[config.mk]
export PLATFORM = sky130hd
export DESIGN_NAME = fetch_top
export DESIGN_NICKNAME = d
export VERILOG_FILES = /design/src/rtl/rv_isa_pkg.sv /design/src/rtl/fetch_cfg_pkg.sv /design/src/rtl/next_pc_predict.sv /design/src/rtl/icache.sv /design/src/rtl/fetch_unit.sv /design/src/rtl/mem_arbiter.sv /design/src/rtl/fetch_top.sv
export SDC_FILE = /design/constraint.sdc
export NUM_CORES = 2
export LEC_CHECK = 0
export BUFFER_PORTS_ARGS = -buffer_cell sky130_fd_sc_hd__buf_2
export CAP_MARGIN = 20
export CELL_PAD_IN_SITES_DETAIL_PLACEMENT = 0
export CELL_PAD_IN_SITES_GLOBAL_PLACEMENT = 1
export CORE_UTILIZATION = 30
export DETAILED_ROUTE_END_ITERATION = 6
export PLACE_DENSITY = 0.45
export RECOVER_POWER = 50
export SLEW_MARGIN = 30
export SYNTH_ARGS = -nofsm -noshare
export SYNTH_HDL_FRONTEND = slang
export SYNTH_HIERARCHICAL = 1
export SYNTH_SLANG_ARGS = --single-unit
export TNS_END_PERCENT = 30
[constraint.sdc]
create_clock -name clk -period 7.5 [get_ports clk]
set_clock_uncertainty 0.15 [all_clocks]
set_input_delay 1.5 -clock clk [delete_from_list [all_inputs] [get_ports clk]]
set_output_delay 1.5 -clock clk [all_outputs]
set_load 0.01 [all_outputs]
[src/rtl/rv_isa_pkg.sv]
package rv_isa_pkg;

    // width of PCs, addresses and data words
    localparam int xlen = 32;

    // major opcodes of 32-bit control transfers
    localparam logic [6:0] op_jal    = 7'b1101111;
    localparam logic [6:0] op_branch = 7'b1100011;
    localparam logic [6:0] op_jalr   = 7'b1100111;

    // low two bits of compressed words, 2'b11 marks a 32-bit instruction
    localparam logic [1:0] c_quadrant1 = 2'b01;
    localparam logic [1:0] c_quadrant2 = 2'b10;

    // funct3 values in quadrant 1
    localparam logic [2:0] c_funct_jal  = 3'b001;
    localparam logic [2:0] c_funct_j    = 3'b101;
    localparam logic [2:0] c_funct_beqz = 3'b110;
    localparam logic [2:0] c_funct_bnez = 3'b111;

    // funct3 in quadrant 2 shared by c.jr, c.mv, c.jalr, c.add and c.ebreak
    localparam logic [2:0] c_funct_jr = 3'b100;

endpackage

[src/rtl/fetch_cfg_pkg.sv]
package fetch_cfg_pkg;

    // one 32-bit word per line
    localparam int icache_lines = 32;

    // lines are indexed by PC bits 5 to 1, one line per halfword slot
    localparam int index_bits = 5;

    // tag is taken from PC bits 31 to 5
    localparam int tag_bits = 27;

    // first fetch address after reset
    localparam logic [31:0] reset_pc = 32'h0000_0000;

endpackage

[src/rtl/next_pc_predict.sv]
`timescale 1ns/1ps

module next_pc_predict (
    input  logic [rv_isa_pkg::xlen-1:0] pc,
    input  logic [rv_isa_pkg::xlen-1:0] word,
    output logic [rv_isa_pkg::xlen-1:0] pred_next_pc,
    output logic                        pred_compressed,
    output logic                        pred_stop
);
    import rv_isa_pkg::*;

    logic [xlen-1:0] imm_jal;
    logic [xlen-1:0] imm_branch;
    logic [xlen-1:0] imm_cj;
    logic [xlen-1:0] imm_cb;
    logic [xlen-1:0] seq_pc;
    logic [2:0]      c_funct;

    assign pred_compressed = (word[1:0] != 2'b11);
    assign c_funct         = word[15:13];
    assign seq_pc          = pc + (pred_compressed ? xlen'(2) : xlen'(4));

    // immediates with the bit scrambling of each format undone
    assign imm_jal = {{11{word[31]}}, word[31], word[19:12], word[20], word[30:21], 1'b0};

    assign imm_branch = {{19{word[31]}}, word[31], word[7], word[30:25], word[11:8], 1'b0};

    assign imm_cj = {{20{word[12]}}, word[12], word[8], word[10:9], word[6], word[7],
                     word[2], word[11], word[5:3], 1'b0};

    assign imm_cb = {{23{word[12]}}, word[12], word[6:5], word[2], word[11:10],
                     word[4:3], 1'b0};

    always_comb begin
        pred_next_pc = seq_pc;
        pred_stop    = 1'b0;
        if (!pred_compressed) begin
            case (word[6:0])
                op_jal: begin
                    pred_next_pc = pc + imm_jal;
                end
                op_branch: begin
                    // conditional branches are always predicted taken
                    pred_next_pc = pc + imm_branch;
                end
                op_jalr: begin
                    pred_stop = 1'b1;
                end
                default: begin
                    pred_next_pc = seq_pc;
                end
            endcase
        end else if (word[1:0] == c_quadrant1) begin
            case (c_funct)
                c_funct_jal, c_funct_j: begin
                    pred_next_pc = pc + imm_cj;
                end
                c_funct_beqz, c_funct_bnez: begin
                    pred_next_pc = pc + imm_cb;
                end
                default: begin
                    pred_next_pc = seq_pc;
                end
            endcase
        end else if (word[1:0] == c_quadrant2 && c_funct == c_funct_jr) begin
            // c.jr and c.jalr have rs2 zero and a nonzero rs1
            if (word[6:2] == 5'd0 && word[11:7] != 5'd0) begin
                pred_stop = 1'b1;
            end
        end
    end

endmodule

[src/rtl/icache.sv]
`timescale 1ns/1ps

module icache (
    input  logic        clk,
    input  logic        rst,
    input  logic        lookup,
    input  logic [31:0] lookup_pc,
    output logic        hit_valid,
    output logic [31:0] hit_data,
    output logic        refill_req,
    output logic [31:0] refill_addr,
    input  logic        refill_done,
    input  logic [31:0] refill_data
);
    import fetch_cfg_pkg::*;

    logic [icache_lines-1:0] line_valid;
    logic [tag_bits-1:0]     tag_mem [icache_lines];
    logic [31:0]             data_mem [icache_lines];
    logic [index_bits-1:0]   index;
    logic [tag_bits-1:0]     tag;
    logic                    hit_r;
    logic [31:0]             hit_word_r;
    logic [index_bits-1:0]   miss_index;
    logic [tag_bits-1:0]     miss_tag;
    logic                    miss_upper;
    logic [31:0]             refill_view;

    assign index = lookup_pc[index_bits:1];
    assign tag   = lookup_pc[31 -: tag_bits];

    // a fetch at offset 2 sees the upper halfword moved down
    assign refill_view = miss_upper ? {16'h0000, refill_data[31:16]} : refill_data;

    // the refilled word goes straight out in the cycle it is written
    assign hit_valid = hit_r | refill_done;
    assign hit_data  = refill_done ? refill_view : hit_word_r;

    always_ff @(posedge clk) begin
        if (rst) begin
            line_valid <= '0;
            hit_r      <= 1'b0;
            refill_req <= 1'b0;
        end else begin
            hit_r      <= 1'b0;
            refill_req <= 1'b0;
            if (lookup) begin
                if (line_valid[index] && tag_mem[index] == tag) begin
                    hit_r <= 1'b1;
                end else begin
                    refill_req <= 1'b1;
                end
            end
            if (refill_done) begin
                line_valid[miss_index] <= 1'b1;
            end
        end
    end

    always_ff @(posedge clk) begin
        if (lookup) begin
            hit_word_r  <= lookup_pc[1] ? {16'h0000, data_mem[index][31:16]} : data_mem[index];
            miss_index  <= index;
            miss_tag    <= tag;
            miss_upper  <= lookup_pc[1];
            refill_addr <= {lookup_pc[31:2], 2'b00};
        end
        if (refill_done) begin
            tag_mem[miss_index]  <= miss_tag;
            data_mem[miss_index] <= refill_data;
        end
    end

endmodule

[src/rtl/fetch_unit.sv]
`timescale 1ns/1ps

module fetch_unit (
    input  logic        clk,
    input  logic        rst,
    input  logic        iq_full,
    input  logic        lsb_full,
    input  logic        redirect,
    input  logic [31:0] redirect_pc,
    output logic        lookup,
    output logic [31:0] lookup_pc,
    input  logic        hit_valid,
    input  logic [31:0] hit_data,
    output logic        inst_valid,
    output logic [31:0] inst_data,
    output logic [31:0] inst_pc,
    output logic        inst_compressed
);
    import fetch_cfg_pkg::*;

    typedef enum logic [1:0] {st_idle, st_wait, st_stop, st_discard} state_t;

    state_t      state;
    logic [31:0] pc;
    logic        stall;
    logic [31:0] pred_next_pc;
    logic        pred_compressed;
    logic        pred_stop;

    next_pc_predict u_predict (
        .pc              (pc),
        .word            (hit_data),
        .pred_next_pc    (pred_next_pc),
        .pred_compressed (pred_compressed),
        .pred_stop       (pred_stop)
    );

    assign stall     = iq_full | lsb_full;
    assign lookup_pc = pc;

    // a word arriving with a redirect belongs to the wrong path
    assign inst_valid      = hit_valid && state == st_wait && !redirect;
    assign inst_data       = pred_compressed ? {16'h0000, hit_data[15:0]} : hit_data;
    assign inst_pc         = pc;
    assign inst_compressed = pred_compressed;

    always_ff @(posedge clk) begin
        if (rst) begin
            state  <= st_idle;
            pc     <= reset_pc;
            lookup <= 1'b0;
        end else begin
            lookup <= 1'b0;
            if (redirect) begin
                pc <= redirect_pc;
            end
            case (state)
                st_idle: begin
                    if (!redirect && !stall) begin
                        lookup <= 1'b1;
                        state  <= st_wait;
                    end
                end
                st_wait: begin
                    if (redirect) begin
                        state <= hit_valid ? st_idle : st_discard;
                    end else if (hit_valid) begin
                        pc <= pred_next_pc;
                        if (pred_stop) begin
                            state <= st_stop;
                        end else if (stall) begin
                            state <= st_idle;
                        end else begin
                            // back-to-back lookup at the predicted PC
                            lookup <= 1'b1;
                        end
                    end
                end
                st_stop: begin
                    if (redirect) begin
                        state <= st_idle;
                    end
                end
                default: begin
                    // wait out the stale refill, it still fills the cache
                    if (hit_valid) begin
                        state <= st_idle;
                    end
                end
            endcase
        end
    end

endmodule

[src/rtl/mem_arbiter.sv]
`timescale 1ns/1ps

module mem_arbiter (
    input  logic        clk,
    input  logic        rst,
    input  logic        data_req,
    input  logic [31:0] data_addr,
    input  logic        data_we,
    input  logic [31:0] data_wdata,
    output logic        data_done,
    output logic [31:0] data_rdata,
    input  logic        refill_req,
    input  logic [31:0] refill_addr,
    output logic        refill_done,
    output logic [31:0] refill_data,
    output logic        mem_req,
    output logic [31:0] mem_addr,
    output logic        mem_we,
    output logic [31:0] mem_wdata,
    input  logic        mem_valid,
    input  logic [31:0] mem_rdata
);
    logic        data_pend;
    logic [31:0] data_addr_q;
    logic        data_we_q;
    logic [31:0] data_wdata_q;
    logic        refill_pend;
    logic [31:0] refill_addr_q;
    logic        busy;
    logic        owner_refill;

    always_ff @(posedge clk) begin
        if (rst) begin
            data_pend    <= 1'b0;
            refill_pend  <= 1'b0;
            busy         <= 1'b0;
            owner_refill <= 1'b0;
            mem_req      <= 1'b0;
            data_done    <= 1'b0;
            refill_done  <= 1'b0;
        end else begin
            mem_req     <= 1'b0;
            data_done   <= 1'b0;
            refill_done <= 1'b0;
            if (!busy && data_pend) begin
                busy         <= 1'b1;
                owner_refill <= 1'b0;
                mem_req      <= 1'b1;
                data_pend    <= 1'b0;
            end else if (!busy && refill_pend) begin
                busy         <= 1'b1;
                owner_refill <= 1'b1;
                mem_req      <= 1'b1;
                refill_pend  <= 1'b0;
            end
            if (busy && mem_valid) begin
                busy        <= 1'b0;
                data_done   <= !owner_refill;
                refill_done <= owner_refill;
            end
            // new requests are latched last so a same-cycle clear does not drop them
            if (data_req) begin
                data_pend <= 1'b1;
            end
            if (refill_req) begin
                refill_pend <= 1'b1;
            end
        end
    end

    always_ff @(posedge clk) begin
        if (data_req) begin
            data_addr_q  <= data_addr;
            data_we_q    <= data_we;
            data_wdata_q <= data_wdata;
        end
        if (refill_req) begin
            refill_addr_q <= refill_addr;
        end
        if (!busy && data_pend) begin
            mem_addr  <= data_addr_q;
            mem_we    <= data_we_q;
            mem_wdata <= data_wdata_q;
        end else if (!busy && refill_pend) begin
            mem_addr  <= refill_addr_q;
            mem_we    <= 1'b0;
            mem_wdata <= '0;
        end
        if (busy && mem_valid) begin
            data_rdata  <= mem_rdata;
            refill_data <= mem_rdata;
        end
    end

endmodule

[src/rtl/fetch_top.sv]
`timescale 1ns/1ps

module fetch_top (
    input  logic        clk,
    input  logic        rst,
    output logic        inst_valid,
    output logic [31:0] inst_data,
    output logic [31:0] inst_pc,
    output logic        inst_compressed,
    input  logic        iq_full,
    input  logic        lsb_full,
    input  logic        redirect,
    input  logic [31:0] redirect_pc,
    input  logic        data_req,
    input  logic [31:0] data_addr,
    input  logic        data_we,
    input  logic [31:0] data_wdata,
    output logic        data_done,
    output logic [31:0] data_rdata,
    output logic        mem_req,
    output logic [31:0] mem_addr,
    output logic        mem_we,
    output logic [31:0] mem_wdata,
    input  logic        mem_valid,
    input  logic [31:0] mem_rdata
);
    logic        lookup;
    logic [31:0] lookup_pc;
    logic        hit_valid;
    logic [31:0] hit_data;
    logic        refill_req;
    logic [31:0] refill_addr;
    logic        refill_done;
    logic [31:0] refill_data;

    fetch_unit u_fetch (
        .clk             (clk),
        .rst             (rst),
        .iq_full         (iq_full),
        .lsb_full        (lsb_full),
        .redirect        (redirect),
        .redirect_pc     (redirect_pc),
        .lookup          (lookup),
        .lookup_pc       (lookup_pc),
        .hit_valid       (hit_valid),
        .hit_data        (hit_data),
        .inst_valid      (inst_valid),
        .inst_data       (inst_data),
        .inst_pc         (inst_pc),
        .inst_compressed (inst_compressed)
    );

    icache u_icache (
        .clk         (clk),
        .rst         (rst),
        .lookup      (lookup),
        .lookup_pc   (lookup_pc),
        .hit_valid   (hit_valid),
        .hit_data    (hit_data),
        .refill_req  (refill_req),
        .refill_addr (refill_addr),
        .refill_done (refill_done),
        .refill_data (refill_data)
    );

    mem_arbiter u_arbiter (
        .clk         (clk),
        .rst         (rst),
        .data_req    (data_req),
        .data_addr   (data_addr),
        .data_we     (data_we),
        .data_wdata  (data_wdata),
        .data_done   (data_done),
        .data_rdata  (data_rdata),
        .refill_req  (refill_req),
        .refill_addr (refill_addr),
        .refill_done (refill_done),
        .refill_data (refill_data),
        .mem_req     (mem_req),
        .mem_addr    (mem_addr),
        .mem_we      (mem_we),
        .mem_wdata   (mem_wdata),
        .mem_valid   (mem_valid),
        .mem_rdata   (mem_rdata)
    );

endmodule

After elaboration in Yosys (flattened, before gate mapping)
Memory sizes are Yosys's and may differ from the RTL's. A register that Yosys moved wholly into a read port is not among the register bits. Cells that the tools add are included.

$add $sub $neg: 5. $mul: 0. Divide/modulo/power cells: 0. Magnitude comparators: 3. Eq/ne operators: 19. Shift-type cells: 0. Muxes and demuxes: 57. Bitwise gates (word level): 5. Reductions and logical operators: 29.

Operators with widths (number): 32-bit two-way mux (13); 32-bit adder (4); 32-bit case mux with 2 select lines (2); 32-bit by 3-bit adder with 32-bit output (1); 32-bit bitwise OR (1); 27-bit equality test (1); 1-bit two-way mux (26); 7-bit equality test, second input constant (3); 16-bit two-way mux (1); 2-bit two-way mux (8); 3-bit equality test, second input constant (4); 5-bit by 6-bit less-than comparator with 1-bit output, second input constant (2); 2-bit OR reduction (6); 1-bit logical AND (10); 5-bit two-way mux (2); 2-bit inequality test, second input constant (3); 2-bit case mux with 3 select lines (1); 2-bit nonzero test (3); 1-bit binary-select mux with 5-bit select (1); 1-bit demux with 5-bit select (1); 5-bit by 1-bit greater-or-equal comparator with 1-bit output, second input constant (1); 5-bit logical NOT (1); 5-bit AND reduction (1); 5-bit nonzero test (1); 14 further kinds (21).

Register bits: 363. Latch bits: 0. Memory bits (writable): 1888. ROM bits: 0. Input bits: 136. Output and inout port bits: 165. Logic and storage cells: 147. Memories: 2.

Memories: u_icache.data_mem (depth 32, bits a word 32, rd ports 1, clocked after memory_dff 1, wr ports 1, RTL line icache.sv:19) `logic [31:0] data_mem [icache_lines];`; u_icache.tag_mem (depth 32, bits a word 27, rd ports 1, clocked after memory_dff 1, wr ports 1, RTL line icache.sv:18) `logic [tag_bits-1:0] tag_mem [icache_lines];`.

Logic depth before layout (Yosys ltp)
Depth after elaboration: 12. Depth in mapped cells: 22.

Cells and area by module
Netlist, hierarchy kept.

Modules (own cells, without submodules): icache (times used 1, cells an instance 3412, area an instance 76095.5 µm²); mem_arbiter (times used 1, cells an instance 324, area an instance 6960.4 µm²); next_pc_predict (times used 1, cells an instance 731, area an instance 4972.3 µm²); fetch_unit (times used 1, cells an instance 228, area an instance 2195.9 µm²).

Worst setup path before layout
OpenSTA, ideal clock, no wires.

Path kind: register to register. Start point: reg, netlist name u_icache/miss_index[0]. End point: reg u_fetch.pc[27], in the netlist u_fetch/inst_pc[27]. Data arrival time: 5534 ps. Required time: 7271 ps. Path slack: 1736 ps. Stages on the path, launching flop included: 22. Cells stage by stage: edfxtp_1 > clkbuf_1 > buf_1 > mux2i_1 > a21oi_1 > nand2_1 > nor3_1 > nor3b_2 > clkbuf_1 > mux2_1 > ha_1 > fa_1 > a211oi_1 > o21bai_1 > a21oi_1 > o22a_2 > o31ai_2 > a221oi_1 > xor2_1 > a221oi_1 > nor2_1 > a211oi_2.

RTL lines: end signal, assigned (RTL line fetch_unit.sv:50) `pc <= reset_pc;`; end signal, assigned (RTL line fetch_unit.sv:55) `pc <= redirect_pc;`; end signal, assigned (RTL line fetch_unit.sv:68) `pc <= pred_next_pc;`; end, declared (RTL line fetch_unit.sv:24) `logic [31:0] pc;`.

Worst setup path after layout
Start point: reg u_arbiter.refill_data[6]. End point: reg u_fetch.pc[27], in the netlist u_fetch/inst_pc[27].

Cells in the longest elaborated chain, start to end: 9. Elaborated cells on any way between the ends: 13. Those cells by class: 2 x add/sub; 2 x eq/ne; 9 x mux.

Ends and longest elaborated chain: start, declared (RTL line mem_arbiter.sv:15) `output logic [31:0] refill_data,`; start signal, assigned (RTL line mem_arbiter.sv:91) `refill_data <= mem_rdata;`; 32-bit two-way mux * (RTL line icache.sv:33) `assign refill_view = miss_upper ? {16'h0000, refill_data[31:16]} : refill_data;`; 32-bit two-way mux * (RTL line icache.sv:37) `assign hit_data = refill_done ? refill_view : hit_word_r;`; 32-bit adder (on tied branches) (RTL line next_pc_predict.sv:59, next_pc_predict.sv:56); 32-bit case mux with 2 select lines (RTL line next_pc_predict.sv:54) `case (c_funct)`; 32-bit two-way mux (RTL line next_pc_predict.sv:53) `end else if (word[1:0] == c_quadrant1) begin`; 32-bit two-way mux * (RTL line next_pc_predict.sv:37) `if (!pred_compressed) begin`; net u_fetch.pred_next_pc[27] (RTL line fetch_unit.sv:26) `logic [31:0] pred_next_pc;`; 32-bit two-way mux * (RTL line fetch_unit.sv:67) `end else if (hit_valid) begin`; 32-bit two-way mux * (RTL line fetch_unit.sv:65) `if (redirect) begin`; 32-bit two-way mux * (RTL line fetch_unit.sv:57) `case (state)`.

The timed path passes the listed nets; every way through them passes the cells marked *. A chain may end at the register's enable or synchronous reset.

==> parameters.txt <==
Parameter                              Value

Drt
  TritonRoute pass-1 iters    5
  Vias post-DR    47,520
  Initial DRC count    3,999
  DR vias/cell    5.100
  DR DRC count    0
  Total wirelength of the detailed-routed design    300.8 mm
  Post-DR wirelength/cell    32.28 um
  Routed Antenna Nets    0

Yosys
  Count of synthesis-stage warnings from yosys    6
  Total standard cell area after synthesis    90,220 sq um
  Synthesized netlist cell count    4,694
  Synthesized area divided by synthesized cell count    19.22 sq um

Floorplan
  IO Pins    301
  Die outline width    550.4 um
  Total number of placement rows    200
  Chip height    550.4 um
  Full die area    302,900 sq um
  Starting density of the core    30.27%
  Placeable core region    298,000 sq um

Worst hold path
  Worst min path class    flop to flop
  Hold Path Sink    u_arbiter/data_done
  Worst Min Path Start    u_arbiter/owner_refill
  Hold depth    1

Power
  Worst vdd rail ir drop    171.4 uV
  Static leakage power    33.44 nW
  PD cells    263.4 nW/um^2

Timing
  Slew at the pin closest to its max-slew limit    3.304 ns
  Clock period minus final worst setup slack    6.485 ns
  Final setup TNS    0 ns
  Fin worst setup slack    1.015 ns
  Final Hold Violating Endpoints    0
  Max-slew violation count    985
  Setup repair after global routing missed its margin    no
  Headroom to the max-slew limit    -120.3%
  Final-report setup violation count    0
  Final clock period utilization by the worst path    86.47%
  Highest attainable clock frequency    154.2 MHz

Placement
  PortBufs    300
  Weighted congestion reported at the end of routability-driven placement    0.8045
  Minimum setup slack after placement    1.404 ns
  Sum of net half-perimeters after detailed placement    179.5 mm

Critical path
  Critical path endpoint category    flop
  Crit-path max FO    18
  Critical register-to-register path endpoint    u_fetch/inst_pc[27]
  Type of element launching the critical path    flop
  Worst path bufs/invs    2
  Internal reg-to-reg setup slack    1.02 ns
  Required time of the critical path    8.14 ns
  Largest delay share family, worst path    compound AO/OA/AOI/OAI gates
  Series of cell instances along the critical path    clkbuf_1 -> mux2i_1 -> a21oi_1 -> nand2_1 -> nor3_1 -> nor3b_2 -> buf_4 -> mux2_1 -> ha_1 -> fa_1 -> a211oi_1 -> o21bai_1 -> a21oi_1 -> o22a_2 -> o31ai_2 -> a221oi_1 -> xor2_1 -> a221oi_1 -> nor2_1 -> a211oi_2
  Kind of critical path    flop to flop
  Data arrival time of the critical path    7.12 ns
  Worst setup path startpoint    u_arbiter/refill_data[6]
  Register-to-Register Path Depth    20
  Slowest cell on the critical path    clkbuf_1
  Reg-to-reg startpoint    u_arbiter/refill_data[6]
  Largest stage delay on the critical path    0.69 ns

Global routing
  Global-route wire length before repair    413.1 mm
  Pin count of the biggest net entering global routing    87
  Vias in the first global route    49,340
  Initial antenna violation count    18
  Remaining global-route overflow    0
  Global-route usage over all layers    19.67%

CTS
  Cts bufs inserted    263
  Post-CTS Setup Repair Bufs    0
  Maximum count of clock buffers along a single path    4
  Clock transition at the registers of the reported paths    0.06 ns
  Number of clock sinks    2,221
  CTS tree    done
  Number of hold buffers added after cts    0
  CTS-repair resized insts    0
  Cell chosen for the clock root    clkbuf_16
  Clock latency at the later pin of the worst-skew pair    0.91 ns
  Level count of the clock H-tree    5

Layout
  Layout Area Growth over Synthesis    16.60%
  Fillcell total    27,960
  Most frequent cells in the layout    2,145 x edfxtp_1, 479 x mux4_2, 282 x buf_2, 273 x clkbuf_16, 192 x nor2_1
  Layout cell share with drive strength beyond 1    26.66%
  Most frequent standard cell in the layout excluding fill and tap cells    edfxtp_1
  Final layout net count    5,382
  Combined area of the multi-input logic cells    22,420 sq um
  Area occupied by registers    65,950 sq um

Run status
  Failing checks    max-capacitance violations, max-slew violations
  Outcome    finished, violations left

Flow run
  Number of violations of the max-capacitance limit    29
flip-flops by register name, indices dropped and copies added (netlist names), 2 cells and up:
signal	count
u_arbiter/data_addr_q	32
u_arbiter/data_wdata_q	32
u_arbiter/mem_addr	32
u_arbiter/mem_wdata	32
u_arbiter/refill_addr_q	32
u_arbiter/refill_data	32
u_fetch/inst_pc	32
u_fetch/state	2
u_icache/data_mem	1024
u_icache/hit_word_r	32
u_icache/line_valid	32
u_icache/miss_index	4
u_icache/miss_tag	27
u_icache/tag_mem	864
report_power, final:
part           internal (mW)  total [mW]  switching (mW)
Clock                   7.31        12.5            5.19
Sequential              13.6        13.7          0.0862
Combinational          0.612        1.53           0.915
Total                   21.5        27.7            6.19
area by class of cell:
type                            count  share of cell area, %
Antenna cell                        3               0.007137
Clock buffer                      340                  6.791
Clock inverter                    120                  1.126
Inverter                           57                 0.2093
Multi-Input combinational cell   2106                  21.31
Sequential cell                  2221                  62.69
Tap cell                         3939                  4.685
Timing Repair Buffer              532                  3.181
metal layers:
metal  vias up  wire length, um  share of wire (%)  track usage (%)
li1      20100                -                  -                -
met1     25960           132000                 44            26.42
met4         4             6170                2.1            4.594
met3       334            11220                3.7            2.159
met2      1130           151400                 50            34.06
met5         -               23             0.0076                0
metrics by stage:
| stage | hold WS, ns | instance area, sq um | power [mW] | instances | utilization [%] |
|---|---|---|---|---|---|
| floorplan | 0.2481 | 90220 | 14.92 | 4695 | - |
| global placement | 0.2882 | 96650 | 15.52 | 8812 | 32.43 |
| detailed placement | 0.2792 | 97150 | 15.52 | 8837 | 32.60 |
| CTS | 0.2787 | 105500 | 28.12 | 9297 | 35.39 |
| global route | 0.2912 | 105200 | 28.60 | 9316 | 35.29 |
| finish | 0.2702 | 105200 | 27.71 | 9318 | 35.30 |
worst reg2reg max path, cell delays in order, from the launching register on:
cell and delay, ns:
edfxtp_1 0.67, clkbuf_1 0.70, mux2i_1 0.18, a21oi_1 0.25
nand2_1 0.10, nor3_1 0.29, nor3b_2 0.24, buf_4 0.25
mux2_1 0.35, ha_1 0.23, fa_1 0.46, a211oi_1 0.35
o21bai_1 0.13, a21oi_1 0.41, o22a_2 0.26, o31ai_2 0.12
a221oi_1 0.54, xor2_1 0.14, a221oi_1 0.27, nor2_1 0.09
a211oi_2 0.21
worst max path at each step:
| stage | end | slack [ns] | cells past startpoint |
|---|---|---|---|
| 2_1_floorplan | u_fetch/inst_pc[27] | 1.74 | 21 |
| 3_3_place_gp | u_fetch/inst_pc[27] | 1.34 | 19 |
| 3_5_place_dp | u_fetch/inst_pc[27] | 1.40 | 19 |
| 4_1_cts | u_fetch/inst_pc[27] | 1.34 | 19 |
| 5_1_grt | u_fetch/inst_pc[27] | 0.60 | 19 |
| 6_report | u_fetch/inst_pc[27] | 1.02 | 20 |
Note: power is estimated with default switching activity, not from simulation.
